`config.mk`:
```
export PLATFORM = sky130hd
export DESIGN_NAME = load_store_unit
export DESIGN_NICKNAME = d
export VERILOG_FILES = /design/src/source/lsu_pkg.sv /design/src/source/load_store_unit.sv /design/src/source/dcache_port.sv /design/src/source/vadder_stage.sv /design/src/source/fair_2way_arbiter.sv
export SDC_FILE = /design/constraint.sdc
export NUM_CORES = 1
export LEC_CHECK = 0
export BUFFER_PORTS_ARGS = -buffer_cell sky130_fd_sc_hd__buf_2
export CORE_AREA = 2 2 329 331
export DETAILED_ROUTE_END_ITERATION = 7
export DIE_AREA = 0 0 331 333
export GPL_ROUTABILITY_DRIVEN = 0
export PLACE_DENSITY = 0.3
export SLEW_MARGIN = 20
export SYNTH_ARGS = -nofsm -noshare
export SYNTH_HDL_FRONTEND = slang
export SYNTH_SLANG_ARGS = --single-unit
```
`constraint.sdc`:
```
create_clock -name clk_i -period 12.3 [get_ports clk_i]
set_input_delay 1.845 -clock clk_i [delete_from_list [all_inputs] [get_ports clk_i]]
set_output_delay 1.845 -clock clk_i [all_outputs]
set_load 0.1 [all_outputs]
```
`src/source/lsu_pkg.sv`:
```
package lsu_pkg;

    // ------------------------------
    // Widths
    // ------------------------------

    // Data and address width
    localparam int unsigned XLEN         = 64;
    // Buffer entry index, shared by the load and store buffers
    localparam int unsigned BUFF_IDX_LEN = 3;

    // ------------------------------
    // Enums
    // ------------------------------

    // Memory access type, as issued to the buffers
    typedef enum logic [2:0] {
        LS_BYTE,
        LS_BYTE_U,
        LS_HALFWORD,
        LS_HALFWORD_U,
        LS_WORD,
        LS_WORD_U,
        LS_DOUBLEWORD
    } ldst_type_e;

    // Store width in the data cache request
    typedef enum logic [1:0] {
        B,
        HW,
        W,
        DW
    } store_width_e;

    // Data cache request kind
    typedef enum logic {
        LOAD,
        STORE
    } req_type_e;

    // Address adder exception
    typedef enum logic {
        VADDER_OK,
        VADDER_MISALIGNED
    } vadder_except_e;

    // Last side served by a two-way arbiter
    typedef enum logic {
        SIDE_LB,
        SIDE_SB
    } arb_side_e;

    // ------------------------------
    // Request and answer structs
    // ------------------------------

    // Buffer to address adder
    typedef struct packed {
        logic                    is_store;
        logic [XLEN-1:0]         rs1_value;
        logic [XLEN-1:0]         imm_value;
        logic [BUFF_IDX_LEN-1:0] idx;
        ldst_type_e              ldst_type;
    } lsb_addr_req_t;

    // Address adder to both buffers
    typedef struct packed {
        logic                    is_store;
        logic [XLEN-1:0]         vaddr;
        logic [BUFF_IDX_LEN-1:0] idx;
        vadder_except_e          except;
    } vaddr_ans_t;

    // Buffer to data cache, before conversion
    typedef struct packed {
        logic                    is_store;
        logic [XLEN-1:0]         paddr;
        logic [XLEN-1:0]         value;
        logic [BUFF_IDX_LEN-1:0] idx;
        ldst_type_e              ldst_type;
    } lsb_mem_req_t;

    // Request in data cache format
    typedef struct packed {
        logic [XLEN-1:0]         paddr;
        logic [XLEN-1:0]         data;
        req_type_e               req_type;
        store_width_e            store_width;
        logic [BUFF_IDX_LEN-1:0] lsq_addr;
    } l1dc_req_t;

    // Data cache answer
    typedef struct packed {
        logic [XLEN-1:0]         data;
        logic [BUFF_IDX_LEN-1:0] lsq_addr;
        logic                    was_store;
    } l1dc_ans_t;

endpackage
```
`src/source/load_store_unit.sv`:
```
module load_store_unit import lsu_pkg::*; #(
    parameter bit STORE_PRIORITY = 1'b0
) (
    input  logic          clk_i,
    input  logic          rst_n_i,
    input  logic          flush_i,

    // Buffers to address adder
    input  logic          lb_addr_valid_i,
    input  lsb_addr_req_t lb_addr_req_i,
    input  logic          sb_addr_valid_i,
    input  lsb_addr_req_t sb_addr_req_i,
    output logic          lb_addr_ready_o,
    output logic          sb_addr_ready_o,

    // Address adder to buffers
    output vaddr_ans_t    vaddr_ans_o,
    output logic          lb_vaddr_valid_o,
    output logic          sb_vaddr_valid_o,
    input  logic          lb_vaddr_ready_i,
    input  logic          sb_vaddr_ready_i,

    // Buffers to data cache
    input  logic          lb_mem_valid_i,
    input  lsb_mem_req_t  lb_mem_req_i,
    input  logic          sb_mem_valid_i,
    input  lsb_mem_req_t  sb_mem_req_i,
    output logic          lb_mem_ready_o,
    output logic          sb_mem_ready_o,
    output logic          dcache_valid_o,
    output l1dc_req_t     dcache_req_o,
    input  logic          dcache_ready_i,

    // Data cache answers
    input  logic          dcache_ans_valid_i,
    input  l1dc_ans_t     dcache_ans_i,
    output logic          dcache_ans_ready_o,
    output logic          lb_ans_valid_o,
    output logic          sb_ans_valid_o,
    input  logic          lb_ans_ready_i,
    input  logic          sb_ans_ready_i
);

    logic vadder_arb_valid;
    logic vadder_arb_ready;
    logic vadder_select_lb;
    logic dcache_arb_valid;
    logic dcache_select_lb;

    // ------------------------------
    // Address adder path
    // ------------------------------

    fair_2way_arbiter #(
        .STORE_PRIORITY (STORE_PRIORITY)
    ) u_vadder_arbiter (
        .clk_i          (clk_i),
        .rst_n_i        (rst_n_i),
        .lb_valid_i     (lb_addr_valid_i),
        .sb_valid_i     (sb_addr_valid_i),
        .ready_i        (vadder_arb_ready),
        .valid_o        (vadder_arb_valid),
        .lb_ready_o     (lb_addr_ready_o),
        .sb_ready_o     (sb_addr_ready_o),
        .select_lb_o    (vadder_select_lb)
    );

    vadder_stage u_vadder_stage (
        .clk_i          (clk_i),
        .rst_n_i        (rst_n_i),
        .flush_i        (flush_i),
        .arb_valid_i    (vadder_arb_valid),
        .select_lb_i    (vadder_select_lb),
        .lb_req_i       (lb_addr_req_i),
        .sb_req_i       (sb_addr_req_i),
        .arb_ready_o    (vadder_arb_ready),
        .lb_ready_i     (lb_vaddr_ready_i),
        .sb_ready_i     (sb_vaddr_ready_i),
        .lb_valid_o     (lb_vaddr_valid_o),
        .sb_valid_o     (sb_vaddr_valid_o),
        .ans_o          (vaddr_ans_o)
    );

    // ------------------------------
    // Data cache path
    // ------------------------------

    fair_2way_arbiter #(
        .STORE_PRIORITY (STORE_PRIORITY)
    ) u_dcache_arbiter (
        .clk_i          (clk_i),
        .rst_n_i        (rst_n_i),
        .lb_valid_i     (lb_mem_valid_i),
        .sb_valid_i     (sb_mem_valid_i),
        .ready_i        (dcache_ready_i),
        .valid_o        (dcache_arb_valid),
        .lb_ready_o     (lb_mem_ready_o),
        .sb_ready_o     (sb_mem_ready_o),
        .select_lb_o    (dcache_select_lb)
    );

    dcache_port u_dcache_port (
        .select_lb_i        (dcache_select_lb),
        .arb_valid_i        (dcache_arb_valid),
        .lb_req_i           (lb_mem_req_i),
        .sb_req_i           (sb_mem_req_i),
        .dcache_valid_o     (dcache_valid_o),
        .dcache_req_o       (dcache_req_o),
        .dcache_ans_valid_i (dcache_ans_valid_i),
        .dcache_ans_i       (dcache_ans_i),
        .lb_ans_ready_i     (lb_ans_ready_i),
        .sb_ans_ready_i     (sb_ans_ready_i),
        .dcache_ans_ready_o (dcache_ans_ready_o),
        .lb_ans_valid_o     (lb_ans_valid_o),
        .sb_ans_valid_o     (sb_ans_valid_o)
    );

endmodule

```
`src/source/dcache_port.sv`:
```
module dcache_port import lsu_pkg::*; (
    // Request side
    input  logic         select_lb_i,
    input  logic         arb_valid_i,
    input  lsb_mem_req_t lb_req_i,
    input  lsb_mem_req_t sb_req_i,
    output logic         dcache_valid_o,
    output l1dc_req_t    dcache_req_o,

    // Answer side
    input  logic         dcache_ans_valid_i,
    input  l1dc_ans_t    dcache_ans_i,
    input  logic         lb_ans_ready_i,
    input  logic         sb_ans_ready_i,
    output logic         dcache_ans_ready_o,
    output logic         lb_ans_valid_o,
    output logic         sb_ans_valid_o
);

    lsb_mem_req_t req_mux;
    store_width_e width_d;

    // ------------------------------
    // Request mux
    // ------------------------------

    assign req_mux = select_lb_i ? lb_req_i : sb_req_i;

    // ------------------------------
    // Type conversion
    // ------------------------------

    always_comb begin
        case (req_mux.ldst_type)
            LS_BYTE, LS_BYTE_U:         width_d = B;
            LS_HALFWORD, LS_HALFWORD_U: width_d = HW;
            LS_WORD, LS_WORD_U:         width_d = W;
            LS_DOUBLEWORD:              width_d = DW;
            default:                    width_d = DW;
        endcase
    end

    always_comb begin
        dcache_req_o.paddr    = req_mux.paddr;
        dcache_req_o.lsq_addr = req_mux.idx;
        if (req_mux.is_store) begin
            dcache_req_o.req_type    = STORE;
            dcache_req_o.data        = req_mux.value;
            dcache_req_o.store_width = width_d;
        end else begin
            // Loads fetch the whole doubleword and carry no data
            dcache_req_o.req_type    = LOAD;
            dcache_req_o.data        = '0;
            dcache_req_o.store_width = DW;
        end
    end

    assign dcache_valid_o = arb_valid_i;

    // ------------------------------
    // Answer handshake decoder
    // ------------------------------

    always_comb begin
        if (dcache_ans_i.was_store) begin
            lb_ans_valid_o     = 1'b0;
            sb_ans_valid_o     = dcache_ans_valid_i;
            dcache_ans_ready_o = sb_ans_ready_i;
        end else begin
            lb_ans_valid_o     = dcache_ans_valid_i;
            sb_ans_valid_o     = 1'b0;
            dcache_ans_ready_o = lb_ans_ready_i;
        end
    end

    // One answer goes to exactly one buffer
    always_comb begin
        a_one_ans_valid: assert (!(lb_ans_valid_o && sb_ans_valid_o))
            else $error("Cache answer routed to both buffers");
    end

endmodule

```
`src/source/vadder_stage.sv`:
```
module vadder_stage import lsu_pkg::*; (
    input  logic          clk_i,
    input  logic          rst_n_i,
    input  logic          flush_i,

    // Arbiter side
    input  logic          arb_valid_i,
    input  logic          select_lb_i,
    input  lsb_addr_req_t lb_req_i,
    input  lsb_addr_req_t sb_req_i,
    output logic          arb_ready_o,

    // Result side, shared data and per-buffer valid/ready
    input  logic          lb_ready_i,
    input  logic          sb_ready_i,
    output logic          lb_valid_o,
    output logic          sb_valid_o,
    output vaddr_ans_t    ans_o
);

    lsb_addr_req_t   req_mux;
    logic [XLEN-1:0] vaddr_sum;
    logic [2:0]      align_mask;
    vadder_except_e  except_d;
    logic            out_ready;
    logic            accept;
    logic            valid_q;
    vaddr_ans_t      ans_q;

    // ------------------------------
    // Request mux and adder
    // ------------------------------

    assign req_mux   = select_lb_i ? lb_req_i : sb_req_i;
    assign vaddr_sum = req_mux.rs1_value + req_mux.imm_value;

    // Low address bits that must be zero for each access size
    always_comb begin
        case (req_mux.ldst_type)
            LS_BYTE, LS_BYTE_U:         align_mask = 3'b000;
            LS_HALFWORD, LS_HALFWORD_U: align_mask = 3'b001;
            LS_WORD, LS_WORD_U:         align_mask = 3'b011;
            LS_DOUBLEWORD:              align_mask = 3'b111;
            default:                    align_mask = 3'b111;
        endcase
    end

    assign except_d = |(vaddr_sum[2:0] & align_mask) ? VADDER_MISALIGNED : VADDER_OK;

    // ------------------------------
    // Result register
    // ------------------------------

    // Ready of the side the held result belongs to
    assign out_ready   = ans_q.is_store ? sb_ready_i : lb_ready_i;
    // Free when empty or being drained this cycle
    assign arb_ready_o = !valid_q || out_ready;
    assign accept      = arb_valid_i && arb_ready_o;

    always_ff @(posedge clk_i) begin
        if (!rst_n_i || flush_i) begin
            valid_q <= 1'b0;
        end else if (arb_ready_o) begin
            valid_q <= arb_valid_i;
        end
    end

    always_ff @(posedge clk_i) begin
        if (accept) begin
            ans_q.is_store <= req_mux.is_store;
            ans_q.vaddr    <= vaddr_sum;
            ans_q.idx      <= req_mux.idx;
            ans_q.except   <= except_d;
        end
    end

    // ------------------------------
    // Answer decoder
    // ------------------------------

    assign lb_valid_o = valid_q && !ans_q.is_store;
    assign sb_valid_o = valid_q && ans_q.is_store;
    assign ans_o      = ans_q;

    // A stalled result keeps its data and its valid until taken
    a_hold_on_stall: assert property (@(posedge clk_i) disable iff (!rst_n_i)
        (((lb_valid_o && !lb_ready_i) || (sb_valid_o && !sb_ready_i)) && !flush_i)
        |=> ($stable(ans_o) && $stable({lb_valid_o, sb_valid_o})))
        else $error("Adder result changed under back-pressure");

endmodule

```
`src/source/fair_2way_arbiter.sv`:
```
module fair_2way_arbiter import lsu_pkg::*; #(
    parameter bit STORE_PRIORITY = 1'b0
) (
    input  logic clk_i,
    input  logic rst_n_i,
    input  logic lb_valid_i,
    input  logic sb_valid_i,
    input  logic ready_i,
    output logic valid_o,
    output logic lb_ready_o,
    output logic sb_ready_o,
    output logic select_lb_o
);

    arb_side_e last_served_q;
    logic      xfer;

    // ------------------------------
    // Selection
    // ------------------------------

    always_comb begin
        if (lb_valid_i && !sb_valid_i) begin
            select_lb_o = 1'b1;
        end else if (sb_valid_i && !lb_valid_i) begin
            select_lb_o = 1'b0;
        end else if (lb_valid_i && sb_valid_i) begin
            // Contention: store wins, or the side that waited last time
            select_lb_o = STORE_PRIORITY ? 1'b0 : (last_served_q == SIDE_SB);
        end else begin
            select_lb_o = 1'b0;
        end
    end

    assign valid_o    = lb_valid_i || sb_valid_i;
    assign lb_ready_o = ready_i && select_lb_o;
    assign sb_ready_o = ready_i && !select_lb_o;
    assign xfer       = valid_o && ready_i;

    // Last-served side, moves only on a transfer
    always_ff @(posedge clk_i) begin
        if (!rst_n_i) begin
            last_served_q <= SIDE_LB;
        end else if (xfer) begin
            last_served_q <= select_lb_o ? SIDE_LB : SIDE_SB;
        end
    end

    // ------------------------------
    // Assertions
    // ------------------------------

    a_one_ready: assert property (@(posedge clk_i) disable iff (!rst_n_i)
        !(lb_ready_o && sb_ready_o))
        else $error("Both sides granted in the same cycle");

endmodule

```
* Yosys cells after proc, flatten, opt, wreduce, memory -nomap -nowiden
Cells that the tools add are included. Widths: inputs -> output; s select.
Word-level totals: register bits after elaboration 72, bits in latches 0, bits in writable memories 0, memory bits (read-only) 0, input port bits 621, output and inout bits 213, logic and storage cells 73, memories 0
Operators by class: add/subtract/negate cells 1, multiply operators 0, divide/modulo/power cells 0, magnitude comparators 0, eq/ne operators 10, shift-type cells 0, multiplexer cells 18, bitwise gates (word level) 1, reductions and logical operators 36
Operators with widths (count):
- $mux 135 | 2
- $mux 67 | 1
- $add 64x64->64 | 1
- $logic_and 1x1->1 | 14
- $mux 1 | 13
- $eq 3x2->1 const B | 4
- $eq 3x3->1 const B | 4
- $reduce_or 2->1 | 6
- $logic_not 1->1 | 9
- $pmux 3 s3 | 1
- $eq 3x1->1 const B | 2
- $logic_not 3->1 | 2
- $pmux 2 s3 | 1
- $logic_or 1x1->1 | 4
- $and 3x3->3 | 1
- $reduce_or 3->1 | 1

* Longest topological paths before layout
depth in word-level cells 11, gate-level depth with buffers 15, gate-level depth less buffers 13

* Modules after synthesis
Synthesis repeated with hierarchy kept, for this count alone.
Second synthesis, totals: cells, all modules 1026, area total of the unflattened synthesis 9471.6 um^2
By module, submodules not included:
- vadder_stage | instances 1, cells an instance 842, area each 7756.2 um^2, sequential area each 2092.0 um^2
- dcache_port | instances 1, cells an instance 164, area each 1552.7 um^2, sequential area each 0.0 um^2
- fair_2way_arbiter | instances 2, cells an instance 10, area each 81.3 um^2, sequential area each 20.0 um^2

* Worst setup path after synthesis
Ideal clock, no wire load.
kind in2out, from input port sb_mem_valid_i, to output port dcache_req_o[19] in the netlist's numbering, data arrival time 4.277 ns, required time 10.455 ns, setup slack 6.178 ns, stages on the path 6, path buffers 2, cell sequence inv_1 o21ai_1 mux2i_1 clkbuf_1 buf_1 a21oi_1
RTL lines:
- start: declaration | line load_store_unit.sv:26 | input logic sb_mem_valid_i,
- end: declaration | line load_store_unit.sv:31 | output l1dc_req_t dcache_req_o,

==> flow_summary_export.csv <==
group,metric,value,unit
sta,fmax,146,MHz
die,core_area,0.107,mm²
cells_and_area,fill_cells,12600,
grt,grt_pass1_vias,12500,
placed_design,place_hpwl,75500,µm
die,die_area,0.110,mm²
die,die_y,333,µm
synth,synthDistinctLibCells,73,
cts,cts_tree,"done",
critical_path,crit_chain,"buf_2 -> inv_1 -> o21a_4 -> buf_4 -> buf_4 -> nand2_1 -> a21oi_1 -> buf_2",
critical_path,critPathLaunch,"sb_mem_valid_i",
drt,drt_iter0_markers,700,
critical_path,end_kind,"primary output",
cells_and_area,layout_commonest_cell,"buf_2",
critical_path,slowest_delay,0.61,ns
grt,antenna_found_initial,33,
grt,grt.busiest_layer,"met2",
cts,cts-root-buf,"clkbuf_16",
drt,wire_per_inst,24.6,µm
sta,finalHoldViolations,0,
synth,synth-edff-count,69,
synth,synthesis.area,0.00979,mm²
cts,path_clk_slew,0.07,ns
die,die_w,331,µm
synth,syn_avg_cell_area,7.41,µm²
synth,synth_fp_nets,2006,
critical_path,critPathLaunchType,"input pin",
drt,ant_nets,0,
die,start_util,0.0918,
critical_path,cp_max_fo,61,
cts,h-tree-depth,3,
hold_path,hp-class,"reg -> reg",
grt,grt_overflow,0,
synth,ys.flop_type,"edfxtp_1",
grt,use_met2,0.263,
power,swShare,0.624,
sta,maxSlewHeadroom,0.466,
sta,final.period_utilization,0.555,
synth,syn_inst,1321,
cts,postCtsSetupBuffers,0,
synth,ys_async_sr_fraction,0,
power,p_seq_frac,0.157,
power,comb_power_share,0.704,
power,p_sw,0.00153,W
sta,fin_skew,0.00951,ns
sta,rsz0062_at_grt,"no",
power,clkPwrFrac,0.139,
placed_design,io_buffer_count,762,
power,vdd_drop_max,0.0697,mV
sta,period_minus_slack,6.83,ns
die,ios,834,
critical_path,worstPathArrival,4.99,ns
critical_path,criticalPathCategory,"in -> out",
critical_path,cp_slowest_cell,"o21a_4",
power,p_leak,7.31,nW
cts,insertion_delay,0.38,ns
grt,gr-usage-all-layers,0.147,
grt,gr-usage-met3,0.0303,
cts,ctsResizeCount,0,
cells_and_area,final_net_count,2700,
cells_and_area,area_delta_synth_final,58.3,%
grt,grt_use_met1,0.183,
sta,finalSetupTns,0,ns
sta,setup_viol,0,
cells_and_area,final_cell_mix,"buf_2 (762), nand2_1 (401), a21oi_1 (153), mux2_2 (132), edfxtp_1 (69)",
sta,drv_slew,0,
die,row_count,120,
cts,cts-buffers-inserted,9,
cts,cts_buffer_depth,2,
grt,grt_pass1_wl,110000,µm
drt,viasPerCell,3.66,
status,status,"completed",
cells_and_area,post-route-util,0.145,
power,pwr_density_cell,158,mW/mm²
synth,yosys_warnings,0,
cts,clock-sinks,72,
synth,ys_seq_elements,72,
run,max_cap_viol_count,0,
cells_and_area,drive_above_1_share,0.468,
synth,ys_seq_area_frac,0.218,
critical_path,rrSetupSlack,7.84,ns
drt,num_vias,12500,
drt,finalWirelength,84300,µm
cts,cts_hold_buf,0,
hold_path,hold_start,"u_vadder_arbiter.last_served_q",
critical_path,reg2reg_from,"u_vadder_arbiter.last_served_q",
drt,drc_errors,0,
drt,dr.pass1.iters,5,
power,power.internal,0.000920,W
grt,grt_max_degree,135,
sta,worst_slew_pin_slew,0.801,ns
critical_path,cp.required,10.45,ns
cells by family after synthesis:
group | Yosys count | share of synthesized area
flip-flops | 72 | 0.218
multiplexers | 136 | 0.156
buffers and inverters | 103 | 0.0423
XOR/XNOR | 62 | 0.0555
adder cells (fa/ha/maj) | 64 | 0.0826
AO/OA/AOI/OAI | 315 | 0.200
AND/OR/NAND/NOR | 569 | 0.246
final timing paths:
path,end,cells past startpoint
max,dcache_req_o[20],8
min reg2reg,u_vadder_arbiter.last_served_q,2
min,u_vadder_arbiter.last_served_q,2
max reg2reg,u_vadder_stage.ans_o[61],12
Yosys cell counts, drive strengths merged, types with 2 or more instances:
master / number / area share
a41oi: 3 / 0.0027
edfxtp: 69 / 0.21
a22o: 2 / 0.0018
o22ai: 3 / 0.0019
nor2b: 7 / 0.0045
nand3: 14 / 0.0072
nand2b: 5 / 0.0032
nand4: 36 / 0.024
clkbuf: 61 / 0.023
a221oi: 2 / 0.0024
xor2: 28 / 0.025
xnor2: 34 / 0.030
o21a: 13 / 0.010
nor3: 16 / 0.0087
nor4: 6 / 0.0045
and3: 5 / 0.0032
dfxtp: 3 / 0.0061
ha: 63 / 0.081
mux2: 132 / 0.15
o211ai: 5 / 0.0038
a211oi: 9 / 0.0079
a311oi: 2 / 0.0018
o2111ai: 2 / 0.0018
a2111oi: 2 / 0.0024
nand2: 401 / 0.15
o311a: 2 / 0.0020
nor3b: 2 / 0.0015
a21o: 26 / 0.020
mux2i: 4 / 0.0041
o31ai: 4 / 0.0036
o21bai: 15 / 0.012
nor2: 58 / 0.023
a2bb2oi: 2 / 0.0018
o21ai: 47 / 0.024
buf: 26 / 0.013
a21oi: 157 / 0.082
a31oi: 6 / 0.0054
or3: 4 / 0.0026
and2: 7 / 0.0045
inv: 16 / 0.0061
or2: 4 / 0.0026
routing by layer:
layer	vias up	share of wire
met4	10	0.014
met2	577	0.50
met5	-	0.00085
li1	6081	-
met1	5789	0.42
met3	80	0.062
critical path: cells and delay by family:
kind	cells	cell delay, ns
AO/OA/AOI/OAI	2	1.13
buffers and inverters	5	1.77
AND/OR/NAND/NOR	1	0.11
power by group through the flow:
stage | clock network (W) | logic [W] | registers [W]
3_5_place_dp | 0 | 0.00174 | 0.000390
4_1_cts | 0.000361 | 0.00175 | 0.000385
2_1_floorplan | 0 | 0.000751 | 0.000890
3_3_place_gp | 0 | 0.00175 | 0.000388
6_report | 0.000341 | 0.00172 | 0.000383
5_1_grt | 0.000365 | 0.00181 | 0.000391
sequential cells by signal (all words and copies together), names as in the netlist:
register / cells
u_dcache_arbiter.last_served_q: 1
u_vadder_stage.ans_o: 69
u_vadder_arbiter.last_served_q: 1
u_vadder_stage.valid_q: 1
metrics by stage:
stage	cell area (µm²)	setup WS (ns)	cells	hold slack, ns	power [W]
after floorplan	9790	6.18	1321	0.465	0.00164
after global placement	15100	5.44	3407	0.527	0.00214
after detailed placement	15100	5.45	3407	0.530	0.00213
after CTS	15500	5.44	3423	0.541	0.00250
after global routing	15500	5.29	3426	0.578	0.00257
final	15500	5.47	3427	0.533	0.00245
layout make-up:
| type | instances | area, µm² | area share |
|---|---|---|---|
| Antenna cell | 4 | 10.0 | 0.000646 |
| Tap cell | 1403 | 1760 | 0.113 |
| Sequential cell | 72 | 2130 | 0.138 |
| Clock buffer | 10 | 229 | 0.0148 |
| Multi-Input combinational cell | 1146 | 7290 | 0.471 |
| Inverter | 16 | 60.1 | 0.00388 |
| Timing Repair Buffer | 770 | 3900 | 0.252 |
| Clock inverter | 6 | 115 | 0.00743 |
No activity file was read; power rests on OpenSTA's default activity.
